===== src/xge_rx_pkg.sv =====
package xge_rx_pkg;

    ///////////////////////////////////////////////////////////////////////
    // stream widths
    ///////////////////////////////////////////////////////////////////////
    localparam int XGE_DW = 64;                       // data word
    localparam int XGE_KW = XGE_DW / 8;               // one valid bit per byte

    ///////////////////////////////////////////////////////////////////////
    // crc-32 constants, reflected form
    ///////////////////////////////////////////////////////////////////////
    localparam logic [31:0] CRC32_POLY    = 32'hEDB8_8320; // 04C11DB7 bit-reversed
    localparam logic [31:0] CRC32_INIT    = 32'hFFFF_FFFF;
    localparam logic [31:0] CRC32_RESIDUE = 32'hDEBB_20E3; // good frame incl. fcs

    localparam int CNT_W = 32;                        // frame counters

    // number of valid bytes in a keep word, 1 to 8
    // keep is contiguous from bit 0, so a plain popcount does it
    function automatic logic [3:0] keep_bytes(input logic [XGE_KW-1:0] keep);
        logic [3:0] n;
        n = 4'd0;
        for (int i = 0; i < XGE_KW; i++) begin
            if (keep[i]) begin
                n = n + 4'd1;
            end
        end
        return n;
    endfunction

endpackage


===== src/xge_rx_store.sv =====
`timescale 1ns/1ps

module xge_rx_store #(
    parameter int AW = 9
) (
    input  logic                          clk,
    input  logic                          rst,
    input  logic [xge_rx_pkg::XGE_DW-1:0] in_data,
    input  logic [xge_rx_pkg::XGE_KW-1:0] in_keep,
    input  logic                          in_valid,
    input  logic                          in_last,
    input  logic                          commit,
    input  logic                          rewind,
    input  logic [AW-1:0]                 rd_ptr,
    output logic                          wr_en,
    output logic [AW-1:0]                 wr_addr,
    output logic [xge_rx_pkg::XGE_DW-1:0] wr_data,
    output logic                          st_done,
    output logic                          st_ovf,
    output logic [AW:0]                   st_words,
    output logic [xge_rx_pkg::XGE_KW-1:0] st_last_keep
);
    import xge_rx_pkg::*;

    logic [AW-1:0] wr_ptr;     // next free word
    logic [AW-1:0] frm_start;  // first word of frame in progress
    logic [AW:0]   word_cnt;   // words seen so far in this frame
    logic          ovf;        // sticky for the current frame
    logic          space;
    logic          ovf_now;

    assign space   = (wr_ptr + 1'b1) != rd_ptr; // one slot always kept empty
    assign ovf_now = ovf | ~space;

    ///////////////////////////////////////////////////////////////////////
    // pointers and frame tracking
    ///////////////////////////////////////////////////////////////////////
    always_ff @(posedge clk) begin
        if (rst) begin
            wr_en     <= 1'b0;
            st_done   <= 1'b0;
            wr_ptr    <= '0;
            frm_start <= '0;
            word_cnt  <= '0;
            ovf       <= 1'b0;
        end else begin
            wr_en   <= 1'b0;
            st_done <= 1'b0;
            if (in_valid) begin
                if (!ovf_now) begin
                    wr_en  <= 1'b1;
                    wr_ptr <= wr_ptr + 1'b1;
                end
                if (in_last) begin  // close the frame, restart tracking
                    st_done  <= 1'b1;
                    word_cnt <= '0;
                    ovf      <= 1'b0;
                end else begin
                    word_cnt <= word_cnt + 1'b1;
                    ovf      <= ovf_now;
                end
            end
            if (commit) frm_start <= wr_ptr;   // frame kept
            if (rewind) wr_ptr    <= frm_start; // frame dropped
        end
    end

    // frame result and write payload
    always_ff @(posedge clk) begin
        wr_addr <= wr_ptr;
        wr_data <= in_data;
        if (in_valid && in_last) begin
            st_ovf       <= ovf_now;
            st_words     <= word_cnt + 1'b1;
            st_last_keep <= in_keep;
        end
    end

endmodule


===== config.mk =====
export PLATFORM = sky130hd
export DESIGN_NAME = xge_rx_store
export DESIGN_NICKNAME = d
export VERILOG_FILES = /design/src/xge_rx_pkg.sv /design/src/xge_rx_store.sv
export SDC_FILE = /design/constraint.sdc
export NUM_CORES = 1
export LEC_CHECK = 0
export BUFFER_PORTS_ARGS = -buffer_cell sky130_fd_sc_hd__buf_2
export CORE_MARGIN = 5
export CORE_UTILIZATION = 49
export CTS_CLUSTER_DIAMETER = 200
export CTS_CLUSTER_SIZE = 14
export DETAILED_ROUTE_END_ITERATION = 16
export GPL_TIMING_DRIVEN = 0
export PLACE_DENSITY = 0.84
export SLEW_MARGIN = 20
export SYNTH_ARGS = -nofsm -noshare
export SYNTH_HDL_FRONTEND = slang
export SYNTH_SLANG_ARGS = --single-unit

===== constraint.sdc =====
create_clock -name clk -period 5.7 [get_ports clk]
set_input_delay 1.14 -clock clk [delete_from_list [all_inputs] [get_ports clk]]
set_output_delay 1.14 -clock clk [all_outputs]
set_load 0.03 [all_outputs]

==> metrics.md <==
| Metric | Value |
|---|---|
| Register share of total power | `between 40% and 50%` |
| Crit path launch type | `flip-flop` |
| Least-Margin Pin Slew | `roughly 0.93 ns` |
| Mean post-synth cell area | `12.7 um2` |
| Crit path DAT | `3.25 ns` |
| Most common cell after layout, fill and taps aside | `buf_2` |
| Switching share of power | `22.6%` |
| CP bufs+invs | `1` |
| Yosys cell types | `39` |
| PwrDens | `421 nW/um2` |
| Setup TNS | `0 ns` |
| Layout cells sized above 1 | `between 40 and 50%` |
| IO buf count | `~180` |
| Synth-to-Final Area Change | `44.7%` |
| Htree depth | `4` |
| Post-CTS sizing | `0` |
| RD Place Congestion | `approximately 0.9` |
| Synthesized area | `roughly 3700 um2` |
| Cts hold-fix bufs | `0` |
| Standard-cell row count | `31` |
| Clk slew on worst S/H paths | `0.06 ns` |
| GRT Util Overall | `a little over a fifth` |
| Reg area | `2650 um2` |
| Hold WS | `between 0.3 and 0.4 ns` |
| Clock group share of total power | `roughly half` |
| Critical Path Slowest Stage Cell | `dfxtp_1` |
| CP Data Required Time | `a little over 6 ns` |
| Met2 GRT Util | `35.3%` |
| Synth warn | `0` |
| Final core occ | `74.0%` |
| Die Span X | `97.4 um` |
| Final hold violations | `0` |
| CP Capture Type | `flip-flop` |
| Most frequent cells in the layout | `buf_2 (180), dfxtp_1 (104), nor2_1 (33)` |
| Worst hold stages | `0` |
| #FFs+latches synth | `123` |
| Period Utilization, post-route | `50.1%` |
| RSZ-0062 raised after global routing | `no` |
| Vias in the first global route | `roughly 3,000` |
| Starting Density | `51.1%` |
| P_leak | `2.53 nW` |
| Logic gate share of total power | `8.4%` |
| GR Util met3 | `6.82%` |
| Place WS | `2.56 ns` |
| Minimum clock period | `2.86 ns` |
| Syn Nets | `384` |
| Final Power | `2.28 mW` |
| Post-CTS setup buffers | `0` |
| CP top delay family | `compound AO/OA/AOI/OAI gates` |
| Max-Slew Margin vs Limit | `approximately two fifths` |
| Die area | `9490 um2` |
| Antenna Violating Nets Remaining | `0` |
| Global route total overflow | `0` |
| CTS tree | `built` |
| Worst path cell trace | `ha_1, nand3_2, or3_4, a2111oi_4, a31oi_1, buf_6, a21o_1, a311oi_1` |
| Via-to-Cell Ratio | `4.91` |
| Final setup vio count | `0` |
| Nets@finish | `582` |
| P_int | `around 1.8 mW` |
| First-pass GRT wire length | `15,800 um` |
| Largest net degree at the start of global routing | `22` |
| Final HPWL DP | `7530 um` |
| Reg2Reg Depth | `8` |
| Core area | `7330 um2` |
| Setup slack after layout | `2.84 ns` |
| GRT busiest layer | `met2` |
| Final Skew | `around 0.0062 ns` |
| Crit Path Class | `reg2reg` |
| CTS Buf Count | `17` |
| Wire length per cell | `about 16 um` |
| Sequential-to-total area share from yosys stat | `70.8%` |
| Status | `finished clean` |
| Fmax | `350 MHz` |
| WP depth | `8` |
| Worst IR Drop VDD | `0.000284 V` |
| I/O pin count | `181` |
| Area occupied by multi-input gates | `~1000 um2` |
| N_diodes | `0` |
| 1st-iter DRT viols | `137` |
| Drc violations | `0` |
| Synth Instances | `approximately 300` |
| Worst-path fanout max | `10` |
| P_sw | `517 uW` |
| Fillers | `around 500` |
| Root Buffer | `clkbuf_8` |
| Router iterations before antenna repair | `4` |
| Detailed Route WL | `9900 um` |
| Worst path max stage delay | `0.46 ns` |
| Clk buf depth | `2` |
| Clk sinks | `123` |
| Clk_lat worst skew | `approximately 0.5 ns` |
| # Max-Cap Violations | `0` |
| Die Ht | `a little under 100 um` |
| Final count of pins violating max slew | `0` |
| HP Class | `reg2reg` |
| Antenna violations before repair | `0` |
| Met1 Use GR | `25.6%` |
| Vias | `2,968` |
-- per-layer routing --
layer | wire length [um] | share of wire (%)
met1 | 4000 | 40
met2 | 5000 | 51
met3 | 723 | 7.3
met4 | 172 | 1.7
met5 | 0 | 0
-- worst paths after layout --
| check | startpoint | to | slack (ns) |
|---|---|---|---|
| worst max-delay path | wr_ptr[0]$_SDFFE_PP0P_ | wr_ptr[6]$_SDFFE_PP0P_ | 2.84 |
| worst max register to register | wr_ptr[0]$_SDFFE_PP0P_ | wr_ptr[6]$_SDFFE_PP0P_ | 2.84 |
| worst min register to register | wr_ptr[4]$_SDFFE_PP0P_ | wr_addr[4]$_DFF_P_ | 0.35 |
| worst min-delay path | wr_ptr[4]$_SDFFE_PP0P_ | wr_addr[4]$_DFF_P_ | 0.35 |
-- layout make-up --
cell class              count  share of cell area (%)
well taps                  99                    2.28
flip-flops and latches    123                    48.9
inverters                  11                   0.762
repair buffers            179                    16.5
plain buffers              10                   0.854
clock buffers              21                    8.89
clock inverters            11                    3.21
multi-input cells         151                    18.6
-- state kept, by name, indices dropped and copies added (netlist names) --
signal,count
frm_start,9
st_words,10
word_cnt,10
wr_ptr,9
st_last_keep,8
wr_addr,9
ovf,1
wr_en,1
st_done,1
wr_data,64
st_ovf,1
-- kinds of logic after synthesis --
logic type      count (synthesis)  share of synthesized area, %
xor+xnor                       21                          5.31
compound gates                 45                          8.55
fa+ha+maj                       2                         0.668
mux                            10                          2.67
simple gates                   73                          9.65
buf+inv                        21                          2.34
flops                         123                          70.8
-- cell usage after synthesis, drive strengths merged --
cell type	n	area [um2]
and2	1	6.26
and4	3	26.3
dfxtp	104	2080
nor4bb	1	10.0
nand4	1	6.26
ha	2	25.0
nor2b	1	6.26
nand3	8	45.0
nand2	7	26.3
o21bai	1	7.51
a21oi	10	50.1
a311oi	5	43.8
mux2i	10	100
xor2	10	87.6
or2	1	6.26
a21o	2	15.0
nor3	5	25.0
a2111oi	2	36.3
buf	2	16.3
clkbuf	8	30.0
a22oi	6	45.0
inv	11	41.3
xor3	1	23.8
a211oi	4	30.0
o211ai	1	7.51
o22a	1	8.76
nand2b	2	12.5
nor2	33	124
xnor2	10	87.6
edfxtp	19	571
a31oi	3	18.8
o21ai	8	40.0
or3	3	23.8
o31a	2	17.5
and3	7	43.8
-- stage by stage --
stage | instance area, um2 | instances
final | 5420 | 605
after global routing | 5420 | 605
after CTS | 5420 | 605
after detailed placement | 4770 | 573
after global placement | 4770 | 573
after floorplan | 3750 | 295
-- power groups by stage --
stage	clock, mW	sequential, mW	combinational (mW)
floorplan	0	1.03	0.0442
global placement	0	0.955	0.188
detailed placement	0	0.957	0.192
CTS	1.17	0.939	0.194
global route	1.22	0.943	0.204
finish	1.15	0.939	0.192
Power figures use the tool's default switching activity.
