[config.mk]
export PLATFORM = sky130hd
export DESIGN_NAME = xge_rx_drain
export DESIGN_NICKNAME = d
export VERILOG_FILES = /design/src/xge_rx_pkg.sv /design/src/xge_rx_drain.sv
export SDC_FILE = /design/constraint.sdc
export NUM_CORES = 1
export LEC_CHECK = 0
export ABC_AREA = 1
export BUFFER_PORTS_ARGS = -buffer_cell sky130_fd_sc_hd__buf_4
export CAP_MARGIN = 15
export CORE_MARGIN = 5
export CORE_UTILIZATION = 31
export DETAILED_ROUTE_END_ITERATION = 16
export GPL_TIMING_DRIVEN = 1
export SETUP_SLACK_MARGIN = 0.1
export SYNTH_ARGS = -nofsm -noshare
export SYNTH_HDL_FRONTEND = slang
export SYNTH_SLANG_ARGS = --single-unit
[constraint.sdc]
create_clock -name clk -period 7.1 [get_ports clk]
set_input_delay 1.42 -clock clk [delete_from_list [all_inputs] [get_ports clk]]
set_output_delay 1.42 -clock clk [all_outputs]
set_load 0.05 [all_outputs]
[src/xge_rx_pkg.sv]
package xge_rx_pkg;

    ///////////////////////////////////////////////////////////////////////
    // stream widths
    ///////////////////////////////////////////////////////////////////////
    localparam int XGE_DW = 64;                       // data word
    localparam int XGE_KW = XGE_DW / 8;               // one valid bit per byte

    ///////////////////////////////////////////////////////////////////////
    // crc-32 constants, reflected form
    ///////////////////////////////////////////////////////////////////////
    localparam logic [31:0] CRC32_POLY    = 32'hEDB8_8320; // 04C11DB7 bit-reversed
    localparam logic [31:0] CRC32_INIT    = 32'hFFFF_FFFF;
    localparam logic [31:0] CRC32_RESIDUE = 32'hDEBB_20E3; // good frame incl. fcs

    localparam int CNT_W = 32;                        // frame counters

    // number of valid bytes in a keep word, 1 to 8
    // keep is contiguous from bit 0, so a plain popcount does it
    function automatic logic [3:0] keep_bytes(input logic [XGE_KW-1:0] keep);
        logic [3:0] n;
        n = 4'd0;
        for (int i = 0; i < XGE_KW; i++) begin
            if (keep[i]) begin
                n = n + 4'd1;
            end
        end
        return n;
    endfunction

endpackage

[src/xge_rx_drain.sv]
`timescale 1ns/1ps

module xge_rx_drain #(
    parameter int AW = 9
) (
    input  logic                          clk,
    input  logic                          rst,
    input  logic                          desc_valid,
    input  logic [AW:0]                   desc_words,
    input  logic [xge_rx_pkg::XGE_KW-1:0] desc_last_keep,
    input  logic [xge_rx_pkg::XGE_DW-1:0] rd_data,
    input  logic                          out_ready,
    output logic                          desc_pop,
    output logic [AW-1:0]                 rd_addr,
    output logic [AW-1:0]                 rd_ptr,
    output logic [xge_rx_pkg::XGE_DW-1:0] out_data,
    output logic [xge_rx_pkg::XGE_KW-1:0] out_keep,
    output logic                          out_last,
    output logic                          out_valid
);
    import xge_rx_pkg::*;

    logic [AW:0]       word_idx;   // words issued from head descriptor
    logic              is_last;
    logic              issue;
    logic              out_pop;

    // read in flight, data shows on rd_data this cycle
    logic              pend;
    logic              pend_last;
    logic [XGE_KW-1:0] pend_keep;

    // two-entry output buffer
    logic [XGE_DW-1:0] ob_data [2];
    logic [XGE_KW-1:0] ob_keep [2];
    logic              ob_last [2];
    logic              ob_wp;
    logic              ob_rp;
    logic [1:0]        ob_cnt;
    logic [1:0]        fill;

    assign out_pop = out_valid & out_ready;
    assign fill    = ob_cnt + pend;                  // never above 2
    assign is_last = (word_idx + 1'b1) == desc_words;
    assign issue   = desc_valid & ((fill < 2'd2) | out_pop);
    assign desc_pop = issue & is_last;               // head done once fully issued

    ///////////////////////////////////////////////////////////////////////
    // read issue
    ///////////////////////////////////////////////////////////////////////
    always_ff @(posedge clk) begin
        if (rst) begin
            rd_addr  <= '0;
            rd_ptr   <= '0;
            word_idx <= '0;
            pend     <= 1'b0;
        end else begin
            pend <= issue;
            if (issue) begin
                rd_addr  <= rd_addr + 1'b1;
                word_idx <= is_last ? '0 : word_idx + 1'b1;
            end
            if (out_pop) rd_ptr <= rd_ptr + 1'b1;    // slot free for the store
        end
    end

    always_ff @(posedge clk) begin
        if (issue) begin
            pend_last <= is_last;
            pend_keep <= is_last ? desc_last_keep : '1;
        end
    end

    ///////////////////////////////////////////////////////////////////////
    // output buffer
    ///////////////////////////////////////////////////////////////////////
    always_ff @(posedge clk) begin
        if (pend) begin
            ob_data[ob_wp] <= rd_data;
            ob_keep[ob_wp] <= pend_keep;
            ob_last[ob_wp] <= pend_last;
        end
    end

    always_ff @(posedge clk) begin
        if (rst) begin
            ob_wp  <= 1'b0;
            ob_rp  <= 1'b0;
            ob_cnt <= 2'd0;
        end else begin
            if (pend)    ob_wp <= ~ob_wp;
            if (out_pop) ob_rp <= ~ob_rp;
            ob_cnt <= ob_cnt + pend - out_pop;
        end
    end

    // head entry holds still while stalled
    assign out_valid = ob_cnt != 2'd0;
    assign out_data  = ob_data[ob_rp];
    assign out_keep  = ob_keep[ob_rp];
    assign out_last  = ob_last[ob_rp];

endmodule

==> flow_summary.ini <==
[place]
io_buffer_count = 178
gp_congestion = 0.810
post-dp-hpwl_mm = 10.6
place_area_sq_um = 9250
dp.cells = 1032

[synthesis]
netlist_top_cells_area = edfxtp_1, mux2_2, dfxtp_1
synth_fp_nets = 632
yosysTopAreaCell = edfxtp_1
synth_area_sq_um = 7550
yosysTopAreaCellShare_pct = 61.7
synth_common_cells = edfxtp_1, mux2_2, nand2_1
synth_flop_cell = edfxtp_1
synthCells = 541
syn_area_per_cell_sq_um = 13.9
synth.most_common_cell = edfxtp_1
ys_ff_latch = 189
yosysWarningCount = 0
ys_seq_area_share_pct = 70.7
async_flop_share_pct = 0
synth_edf_count = 155
synth_cell_types = 33

[worst_setup_path]
path_buf_inv = 4
path_cells = buf_4 -> nand2_1 -> nand2_1 -> nand2_1 -> inv_1 -> nand4_4 -> inv_1 -> buf_4
slowest_delay_ns = 0.24
path_class = primary input to output port
r2r_cells = 11
slowest_stage = nand2_1
critPathArrivalTime_ns = 2.66
worstPathRequired_ns = 5.68
worstSetupEndpointType = output port
crit_fanout = 13
critical_path.top_delay_family = simple AND/OR/NAND/NOR gates
crit_cells = 8
worstSetupStartpointType = primary input
worst_path_most_repeated_cell = nand2_1

[timing]
finalSetupViolCount = 0
rsz0062_at_grt = no
clock.fmax_ghz = 0.245
finalHoldViolCount = 0
maxSlewViolCount = 0
skew_ns = 0.00861
fin_crit_sh_pct = 57.5
fin_setup_tns_ns = 0
worstMarginPinSlew_ns = 1.03
relSlewSlack_pct = 31.4
final.min_clock_period_ns = 4.08

[outcome]
status = completed

[final_layout]
fin_nets = 818
design_area_sq_um = 9870
drive_above_1_share_pct = 42.4
area_growth_pct = 30.8
fillers = 2269
stdcell_count = 1065

[worst_hold_path]
hold_class = flip-flop to flip-flop
hold_path_depth = 0

[clock_network]
clkSinkCount = 189
holdBufCountCts = 0
htreeDepth = 4
cts_root_buf = clkbuf_16
post-cts-setup-buffers = 0
numCtsBuffers = 17
worst_skew_pair.late_latency_ns = 0.43
cts_tree = done
cts_buffer_depth = 2
path_clk_slew_ns = 0.07
ctsResizeCount = 0

[pwr]
leakage_nw = 3.83
p_int_mw = 2.18
swShare_pct = 35.7
peakVddDrop_mv = 0.139
p_sw_mw = 1.21
seqPwrFrac_pct = 40.7
power_density_nw_per_um2 = 343
p_clk_share_pct = 28.6
power_frac_comb_pct = 30.6

[detailed_routing]
wirelength_mm = 15.7
drc = 0
firstDrtPassIters = 4
viasPerCell = 4.33
antenna_left = 0
vias = 4615
wl_per_cell_um = 14.7
drt_iter0_drc = 208

[global_routing]
grt-ovfl-total = 0
track_usage_pct = 11.1
antenna_found_initial = 0
grt_pass1_wl_mm = 24.5
grt_max_degree = 74
first_global_vias = 4495

[floorplan]
rows = 57
core_area_sq_um = 24200
start_util_pct = 31.2
fp.dieArea_sq_um = 27600
die_h_um = 166
ioPinCount = 179
die_x_um = 166

[job]
maxCapViolations = 0
-- cell type report --
class                   count  area [sq um]  area share [%]
flip-flops and latches    189          5340            54.1
clock buffers              17           425            4.31
multi-input cells         271          1890            19.2
diodes                      1          2.50          0.0254
repair buffers            182          1370            13.8
clock inverters            15           188            1.90
inverters                  66           248            2.51
well taps                 324           405            4.11
-- registers in the layout, summed over array words and instances, names as in the netlist, 2 cells and up, named ones only --
| register | flops |
|---|---|
| ob_cnt | 2 |
| ob_last | 2 |
| pend_keep | 8 |
| rd_addr | 9 |
| rd_ptr | 9 |
| ob_data | 128 |
| word_idx | 10 |
| ob_keep | 16 |
-- worst reg2reg max path, cell delays in order (launching register included) --
cell and delay (ns):
dfxtp_1 0.49, ha_1 0.26, nand2_2 0.12, nor2_2 0.15, nand3_1 0.08, nand2_1 0.08
nand2_1 0.07, nand2_1 0.06, nand2_1 0.08, nor2_4 0.15, and3_4 0.30, nand2_2 0.06
-- per-stage QoR --
step           hold WS [ns]  utilization, %  worst slack, ns  power (mW)
2_1_floorplan         0.421               -             3.13        2.15
3_3_place_gp          0.422            38.3             3.02        2.45
3_5_place_dp          0.433            38.3             3.00        2.45
4_1_cts               0.459            40.8             2.99        3.44
5_1_grt               0.473            40.8             2.87        3.55
6_report              0.455            40.8             3.02        3.39
-- per-layer routing --
layer  vias up  GRT usage [%]  routed length (um)
met3         9           3.98                1250
met2       150           17.5                7180
met4         0           3.12                 148
met5         -              0                   0
li1       2269              -                   -
met1      2187           14.6                7080
-- path summary, 6_finish.rpt --
kind | startpoint | slack (ns) | end
worst min register to register | pend_keep[7]$_SDFFCE_PP1P_ | 0.46 | ob_keep[1][7]$_DFFE_PP_
worst max-delay path | out_ready | 3.02 | desc_pop
worst min-delay path | pend_keep[7]$_SDFFCE_PP1P_ | 0.46 | ob_keep[1][7]$_DFFE_PP_
worst max register to register | word_idx[0]$_SDFFE_PP0P_ | 4.95 | pend_keep[4]$_SDFFCE_PP1P_
-- cells in the final DEF, fill, tap and decap left out, types with 4 or more instances in the layout --
cell type / count
a21oi_1: 16
buf_4: 182
xor2_1: 5
dfxtp_1: 33
o211ai_1: 7
inv_6: 4
nor2_1: 23
inv_1: 63
nor3_1: 5
nand2_1: 69
clkbuf_16: 17
o21ai_0: 14
ha_1: 5
edfxtp_1: 155
inv_8: 5
mux2_2: 73
nand3_1: 17
nor2_4: 4
nand2_2: 12
nand4_1: 4
-- power groups by stage --
stage / clock network (mW) / registers [mW] / logic, mW
floorplan: 0 / 1.41 / 0.739
finish: 0.970 / 1.38 / 1.04
global placement: 0 / 1.40 / 1.05
global route: 1.06 / 1.39 / 1.10
detailed placement: 0 / 1.41 / 1.05
CTS: 1.01 / 1.38 / 1.05
-- logic make-up (layout without fill, tap and decap cells) --
logic type,count (synthesis),count (layout),share of synthesized area (%)
AOI/OAI and AO/OA,39,39,2.87
xor gates and xnor gates,8,8,1.13
adders and majority gates,5,5,0.829
buffers and inverters,81,280,4.29
DFF,189,189,70.7
muxes,73,73,10.9
other,0,1,0
and+or+nand+nor,146,146,9.29
Power figures use the tool's default switching activity.
