**src/xge_rx_pkg.sv**
```systemverilog
package xge_rx_pkg;

    ///////////////////////////////////////////////////////////////////////
    // stream widths
    ///////////////////////////////////////////////////////////////////////
    localparam int XGE_DW = 64;                       // data word
    localparam int XGE_KW = XGE_DW / 8;               // one valid bit per byte

    ///////////////////////////////////////////////////////////////////////
    // crc-32 constants, reflected form
    ///////////////////////////////////////////////////////////////////////
    localparam logic [31:0] CRC32_POLY    = 32'hEDB8_8320; // 04C11DB7 bit-reversed
    localparam logic [31:0] CRC32_INIT    = 32'hFFFF_FFFF;
    localparam logic [31:0] CRC32_RESIDUE = 32'hDEBB_20E3; // good frame incl. fcs

    localparam int CNT_W = 32;                        // frame counters

    // number of valid bytes in a keep word, 1 to 8
    // keep is contiguous from bit 0, so a plain popcount does it
    function automatic logic [3:0] keep_bytes(input logic [XGE_KW-1:0] keep);
        logic [3:0] n;
        n = 4'd0;
        for (int i = 0; i < XGE_KW; i++) begin
            if (keep[i]) begin
                n = n + 4'd1;
            end
        end
        return n;
    endfunction

endpackage

```
**src/xge_rx_commit.sv**
```systemverilog
`timescale 1ns/1ps

module xge_rx_commit #(
    parameter int AW      = 9,
    parameter int DESC_AW = 3
) (
    input  logic                          clk,
    input  logic                          rst,
    input  logic                          st_done,
    input  logic                          st_ovf,
    input  logic [AW:0]                   st_words,
    input  logic [xge_rx_pkg::XGE_KW-1:0] st_last_keep,
    input  logic                          crc_done,
    input  logic                          crc_ok,
    input  logic                          desc_pop,
    output logic                          commit,
    output logic                          rewind,
    output logic                          desc_valid,
    output logic [AW:0]                   desc_words,
    output logic [xge_rx_pkg::XGE_KW-1:0] desc_last_keep,
    output logic [xge_rx_pkg::CNT_W-1:0]  frames_ok,
    output logic [xge_rx_pkg::CNT_W-1:0]  frames_crc_err,
    output logic [xge_rx_pkg::CNT_W-1:0]  frames_ovf
);
    import xge_rx_pkg::*;

    localparam int DEPTH = 2**DESC_AW;

    // descriptor fifo, words and last keep per frame
    logic [AW:0]        d_words [DEPTH];
    logic [XGE_KW-1:0]  d_keep  [DEPTH];
    logic [DESC_AW-1:0] d_wp;
    logic [DESC_AW-1:0] d_rp;
    logic [DESC_AW:0]   d_cnt;

    logic frm_done;
    logic full;
    logic accept;

    assign frm_done = st_done & crc_done;             // both land on the same cycle
    assign full     = d_cnt[DESC_AW];
    assign accept   = frm_done & ~st_ovf & crc_ok & ~full;

    ///////////////////////////////////////////////////////////////////////
    // decision and counters
    ///////////////////////////////////////////////////////////////////////
    always_ff @(posedge clk) begin
        if (rst) begin
            commit         <= 1'b0;
            rewind         <= 1'b0;
            frames_ok      <= '0;
            frames_crc_err <= '0;
            frames_ovf     <= '0;
        end else begin
            commit <= accept;
            rewind <= frm_done & ~accept;
            if (accept) begin
                frames_ok <= frames_ok + 1'b1;
            end else if (frm_done && (st_ovf || full)) begin
                frames_ovf <= frames_ovf + 1'b1;  // wins over a bad crc
            end else if (frm_done) begin
                frames_crc_err <= frames_crc_err + 1'b1;
            end
        end
    end

    // entry written now, made visible by the commit pulse a cycle later
    always_ff @(posedge clk) begin
        if (accept) begin
            d_words[d_wp] <= st_words;
            d_keep[d_wp]  <= st_last_keep;
        end
    end

    always_ff @(posedge clk) begin
        if (rst) begin
            d_wp  <= '0;
            d_rp  <= '0;
            d_cnt <= '0;
        end else begin
            if (commit)   d_wp <= d_wp + 1'b1;
            if (desc_pop) d_rp <= d_rp + 1'b1;
            d_cnt <= d_cnt + commit - desc_pop;
        end
    end

    assign desc_valid     = d_cnt != '0;
    assign desc_words     = d_words[d_rp];
    assign desc_last_keep = d_keep[d_rp];

endmodule

```
**config.mk**
```make
export PLATFORM = sky130hd
export DESIGN_NAME = xge_rx_commit
export DESIGN_NICKNAME = d
export VERILOG_FILES = /design/src/xge_rx_pkg.sv /design/src/xge_rx_commit.sv
export SDC_FILE = /design/constraint.sdc
export NUM_CORES = 1
export LEC_CHECK = 0
export BUFFER_PORTS_ARGS = -buffer_cell sky130_fd_sc_hd__buf_4
export CAP_MARGIN = 0
export CORE_AREA = 2 2 135 137
export DETAILED_ROUTE_END_ITERATION = 8
export DIE_AREA = 0 0 137 139
export GPL_TIMING_DRIVEN = 0
export PLACE_DENSITY = 0.94
export REMOVE_ABC_BUFFERS = 1
export SKIP_LAST_GASP = 1
export SLEW_MARGIN = 15
export SYNTH_ARGS = -nofsm -noshare
export SYNTH_HDL_FRONTEND = slang
export SYNTH_SLANG_ARGS = --single-unit
```
**constraint.sdc**
```tcl
create_clock -name clk -period 8.1 [get_ports clk]
set_clock_uncertainty 0.15 [all_clocks]
set_input_delay 0 -clock clk [delete_from_list [all_inputs] [get_ports clk]]
set_output_delay 0 -clock clk [all_outputs]
set_load 0.01 [all_outputs]
```
==> insert_results.sql <==
INSERT INTO impl_metrics (metric_group, metric, value, unit) VALUES
('yosys', 'synth.yosys.warnings', '0', ''),
('critical_path', 'slowest_stage_delay_on_critical_path', '0.72', 'ns'),
('place', 'placed_wire_length_estimate', '16440', 'microns'),
('critical_path', 'reg2reg_depth', '5', ''),
('yosys', 'postSynthCellCount', '835', ''),
('routing', 'vias_per_cell', '6.111', ''),
('global_route', 'initial_antenna_violation_count', '0', ''),
('cells_and_area', 'antennaDiodeCount', '0', ''),
('routing', 'drt-wirelength-per-cell', '20.16', 'microns'),
('floorplan', 'floorplan.rows', '49', ''),
('critical_path', 'cp-startpoint', 'd_cnt[3]$_SDFF_PP0_', ''),
('place', 'io_buffer_count', '141', ''),
('run_status', 'status', 'completed', ''),
('place', 'dpl-instance-area', '12160', 'sq um'),
('critical_path', 'critical_path.startpoint_type', 'flip-flop', ''),
('yosys', 'syn-mean-instance-area', '12.87', 'sq um'),
('sta', 'timing_hold_violations_final', '0', ''),
('yosys', 'synth_sequential_area_ratio', '60.91', '%'),
('cells_and_area', 'finish.instance_area', '13200', 'sq um'),
('cts', 'ctsResizeCount', '0', ''),
('sta', 'fin_crit', '3.074', 'ns'),
('cts', 'clock_tree.buffer_depth', '3', ''),
('critical_path', 'timing.critical_path.arrival', '3.12', 'ns'),
('routing', 'vias', '7645', ''),
('global_route', 'first_global_vias', '7378', ''),
('sta', 'final_max_slew_viol_count', '0', ''),
('floorplan', 'io_pins', '142', ''),
('critical_path', 'rr_startpoint', 'd_cnt[3]$_SDFF_PP0_', ''),
('cts', 'h-tree-depth', '1', ''),
('critical_path', 'endpoint', 'd_keep[0][1]$_DFFE_PP_', ''),
('power_and_ir_drop', 'cellPowerDensity', '204.2', 'nW/um^2'),
('power_and_ir_drop', 'power.switching', '0.0005891', 'W'),
('power_and_ir_drop', 'internal_power', '0.002106', 'W'),
('cells_and_area', 'area_delta_synth_final', '22.78', '%'),
('critical_path', 'path_common_cell', 'sky130_fd_sc_hd__buf_2', ''),
('hold_path', 'hold_path.class', 'in -> reg', ''),
('critical_path', 'criticalPathCategory', 'reg -> reg', ''),
('cts', 'holdBufCountCts', '25', ''),
('cts', 'post_cts.repair.setup_buffers', '0', ''),
('cts', 'cts_inserted_buffers', '25', ''),
('flow_run', 'maxCapViolations', '0', ''),
('critical_path', 'crit-reg2reg-capture', 'd_keep[0][1]$_DFFE_PP_', ''),
('global_route', 'globalRoute.totalOverflow', '0', ''),
('cells_and_area', 'final_cell_mix', 'sky130_fd_sc_hd__edfxtp_1 (144), sky130_fd_sc_hd__buf_4 (144), sky130_fd_sc_hd__dfxtp_1 (109)', ''),
('floorplan', 'initial_core_util', '60.87', '%'),
('critical_path', 'reg2reg_setup_slack', '5.03', 'ns'),
('place', 'weighted_congestion_at_the_end_of_routability_driven_global_placement', '0.8191', ''),
('yosys', 'synth_cell_type_count', '45', ''),
('critical_path', 'timing.critical_path.slowest_stage_cell', 'sky130_fd_sc_hd__and4bb_1', ''),
('routing', 'drt-pass1-iter-count', '5', ''),
('sta', 'report.final.setup_viol', '0', ''),
('floorplan', 'fp.dieW', '137', 'microns'),
('critical_path', 'crit_chain', 'and4bb_1, nand2_1, nor4_2, buf_2, buf_2', ''),
('routing', 'first_iter_violations', '435', ''),
('global_route', 'grt.total_usage', '26.06', '%'),
('critical_path', 'path_max_fanout', '16', ''),
('cts', 'cts.reportedPaths.clkPinSlew', '0.06', 'ns'),
('power_and_ir_drop', 'power.switching_fraction', '21.86', '%'),
('sta', 'timing.final.crit_share', '37.95', '%'),
('power_and_ir_drop', 'comb_power_share', '6.6', '%'),
('sta', 'worst_pin_slew', '1.031', 'ns'),
('yosys', 'syn_area', '10750', 'sq um'),
('sta', 'grt_setup_unrepaired', 'no', ''),
('yosys', 'ys_ff_latch', '255', ''),
('floorplan', 'floorplan.die.height', '139', 'microns'),
('cts', 'clock_sinks', '255', ''),
('routing', 'route.antenna.remaining_nets', '0', ''),
('sta', 'fmax', '0.3254', 'GHz'),
('floorplan', 'core-area', '17660', 'sq um'),
('power_and_ir_drop', 'worst_ir_drop_vdd', '258.8', 'uV'),
('power_and_ir_drop', 'share_seq_of_total_power', '52.0', '%');
==> layer usage <==
layer	vias to the layer above	global-route usage (%)	wire length, microns	share of wire, %
li1	3541	-	-	-
met3	40	5.921	1724	6.8
met2	272	46.50	13210	52
met4	0	5.697	466	1.8
met5	-	0	0	0
met1	3792	32.11	9823	39
==> critical path: cells and delay by family (launching register included) <==
kind	cells	cell delay, ns
buffers and inverters	2	0.58
flip-flops	1	0.38
AND/OR/NAND/NOR	3	1.64
==> cells in the mapped netlist, drive strengths merged <==
| library cell | count | share of area (%) |
|---|---|---|
| and4b | 2 | 0.19 |
| nor3 | 9 | 0.42 |
| inv | 13 | 0.45 |
| a21oi | 46 | 2.1 |
| nand2b | 2 | 0.12 |
| o41ai | 1 | 0.082 |
| o2111a | 1 | 0.10 |
| or3 | 20 | 1.2 |
| or4 | 28 | 2.0 |
| o211ai | 1 | 0.070 |
| and4 | 13 | 1.1 |
| and3b | 1 | 0.082 |
| dfxtp | 111 | 21 |
| nand2 | 42 | 1.5 |
| nor4b | 1 | 0.082 |
| xnor2 | 15 | 1.2 |
| ha | 10 | 1.2 |
| xor2 | 21 | 1.7 |
| edfxtp | 144 | 40 |
| nor2 | 66 | 2.3 |
| o31ai | 25 | 1.7 |
| mux2 | 38 | 4.0 |
| fa | 1 | 0.19 |
| nand4b | 1 | 0.082 |
| nor4 | 23 | 1.3 |
| nand4 | 24 | 1.4 |
| nand4bb | 1 | 0.10 |
| nor3b | 1 | 0.070 |
| clkbuf | 28 | 0.98 |
| and3 | 9 | 0.52 |
| o2111ai | 1 | 0.14 |
| o21ai | 18 | 0.84 |
| and4bb | 1 | 0.12 |
| buf | 12 | 0.51 |
| mux4 | 36 | 7.5 |
| or4b | 1 | 0.093 |
| or2 | 1 | 0.058 |
| nand3 | 37 | 1.7 |
| mux2i | 3 | 0.28 |
| and2 | 4 | 0.23 |
| a21o | 1 | 0.070 |
| nor2b | 22 | 1.3 |
==> worst min-delay path by stage <==
stage                          from                              end  slack [ns]  depth (start not counted)
finish                  st_words[1]          d_words[3][1]$_DFFE_PP_        0.13                          2
global route        st_last_keep[7]           d_keep[6][7]$_DFFE_PP_        0.12                          2
CTS                 st_last_keep[2]           d_keep[4][2]$_DFFE_PP_        0.11                          2
detailed placement      st_words[6]          d_words[0][6]$_DFFE_PP_        0.09                          1
global placement        st_words[8]          d_words[0][8]$_DFFE_PP_        0.08                          1
floorplan                       rst  frames_crc_err[10]$_SDFFE_PP0P_       -0.08                          1
==> power by group through the flow <==
stage	clock, W	combinational, W	sequential, W
floorplan	0	0.0000933	0.00143
global placement	0	0.000154	0.00143
detailed placement	0	0.000167	0.00143
CTS	0.00113	0.000179	0.00140
global route	0.00118	0.000195	0.00140
finish	0.00111	0.000179	0.00140
==> through the flow <==
| step | hold slack (ns) | std cells | setup slack [ns] | util [%] | total power, W |
|---|---|---|---|---|---|
| final | 0.1290 | 1251 | 5.026 | 74.74 | 0.002695 |
| after detailed placement | 0.08884 | 1181 | 5.009 | 68.89 | 0.001597 |
| after global routing | 0.1220 | 1251 | 4.814 | 74.74 | 0.002775 |
| after CTS | 0.1070 | 1251 | 4.974 | 74.74 | 0.002711 |
| after floorplan | -0.08093 | 795 | 4.652 | - | 0.001519 |
| after global placement | 0.08137 | 1165 | 2.748 | 67.58 | 0.001586 |
==> registers in the layout, summed over array words and instances (netlist names), named ones only <==
name            cells
frames_ovf         32
rewind              1
d_keep             64
d_cnt               4
d_wp                3
d_rp                3
frames_ok          32
frames_crc_err     32
d_words            80
commit              1
==> kinds of logic after synthesis <==
logic type / Yosys count / share of synthesized area (%)
simple gates: 309 / 15.87
xor+xnor: 36 / 2.934
buf+inv: 53 / 1.944
compound gates: 94 / 5.192
mux: 77 / 11.80
fa+ha+maj: 11 / 1.350
flops: 255 / 60.91
==> final cells by class <==
cell class | instances | area, sq um
clock buffer | 28 | 636.9
clock inverter | 17 | 145.1
fill | 1118 | 4461
inverter | 13 | 48.80
multi-input combinational | 527 | 4026
sequential | 255 | 6551
tap | 229 | 286.5
timing repair buffer | 182 | 1501
(Power assumes the default switching activity.)
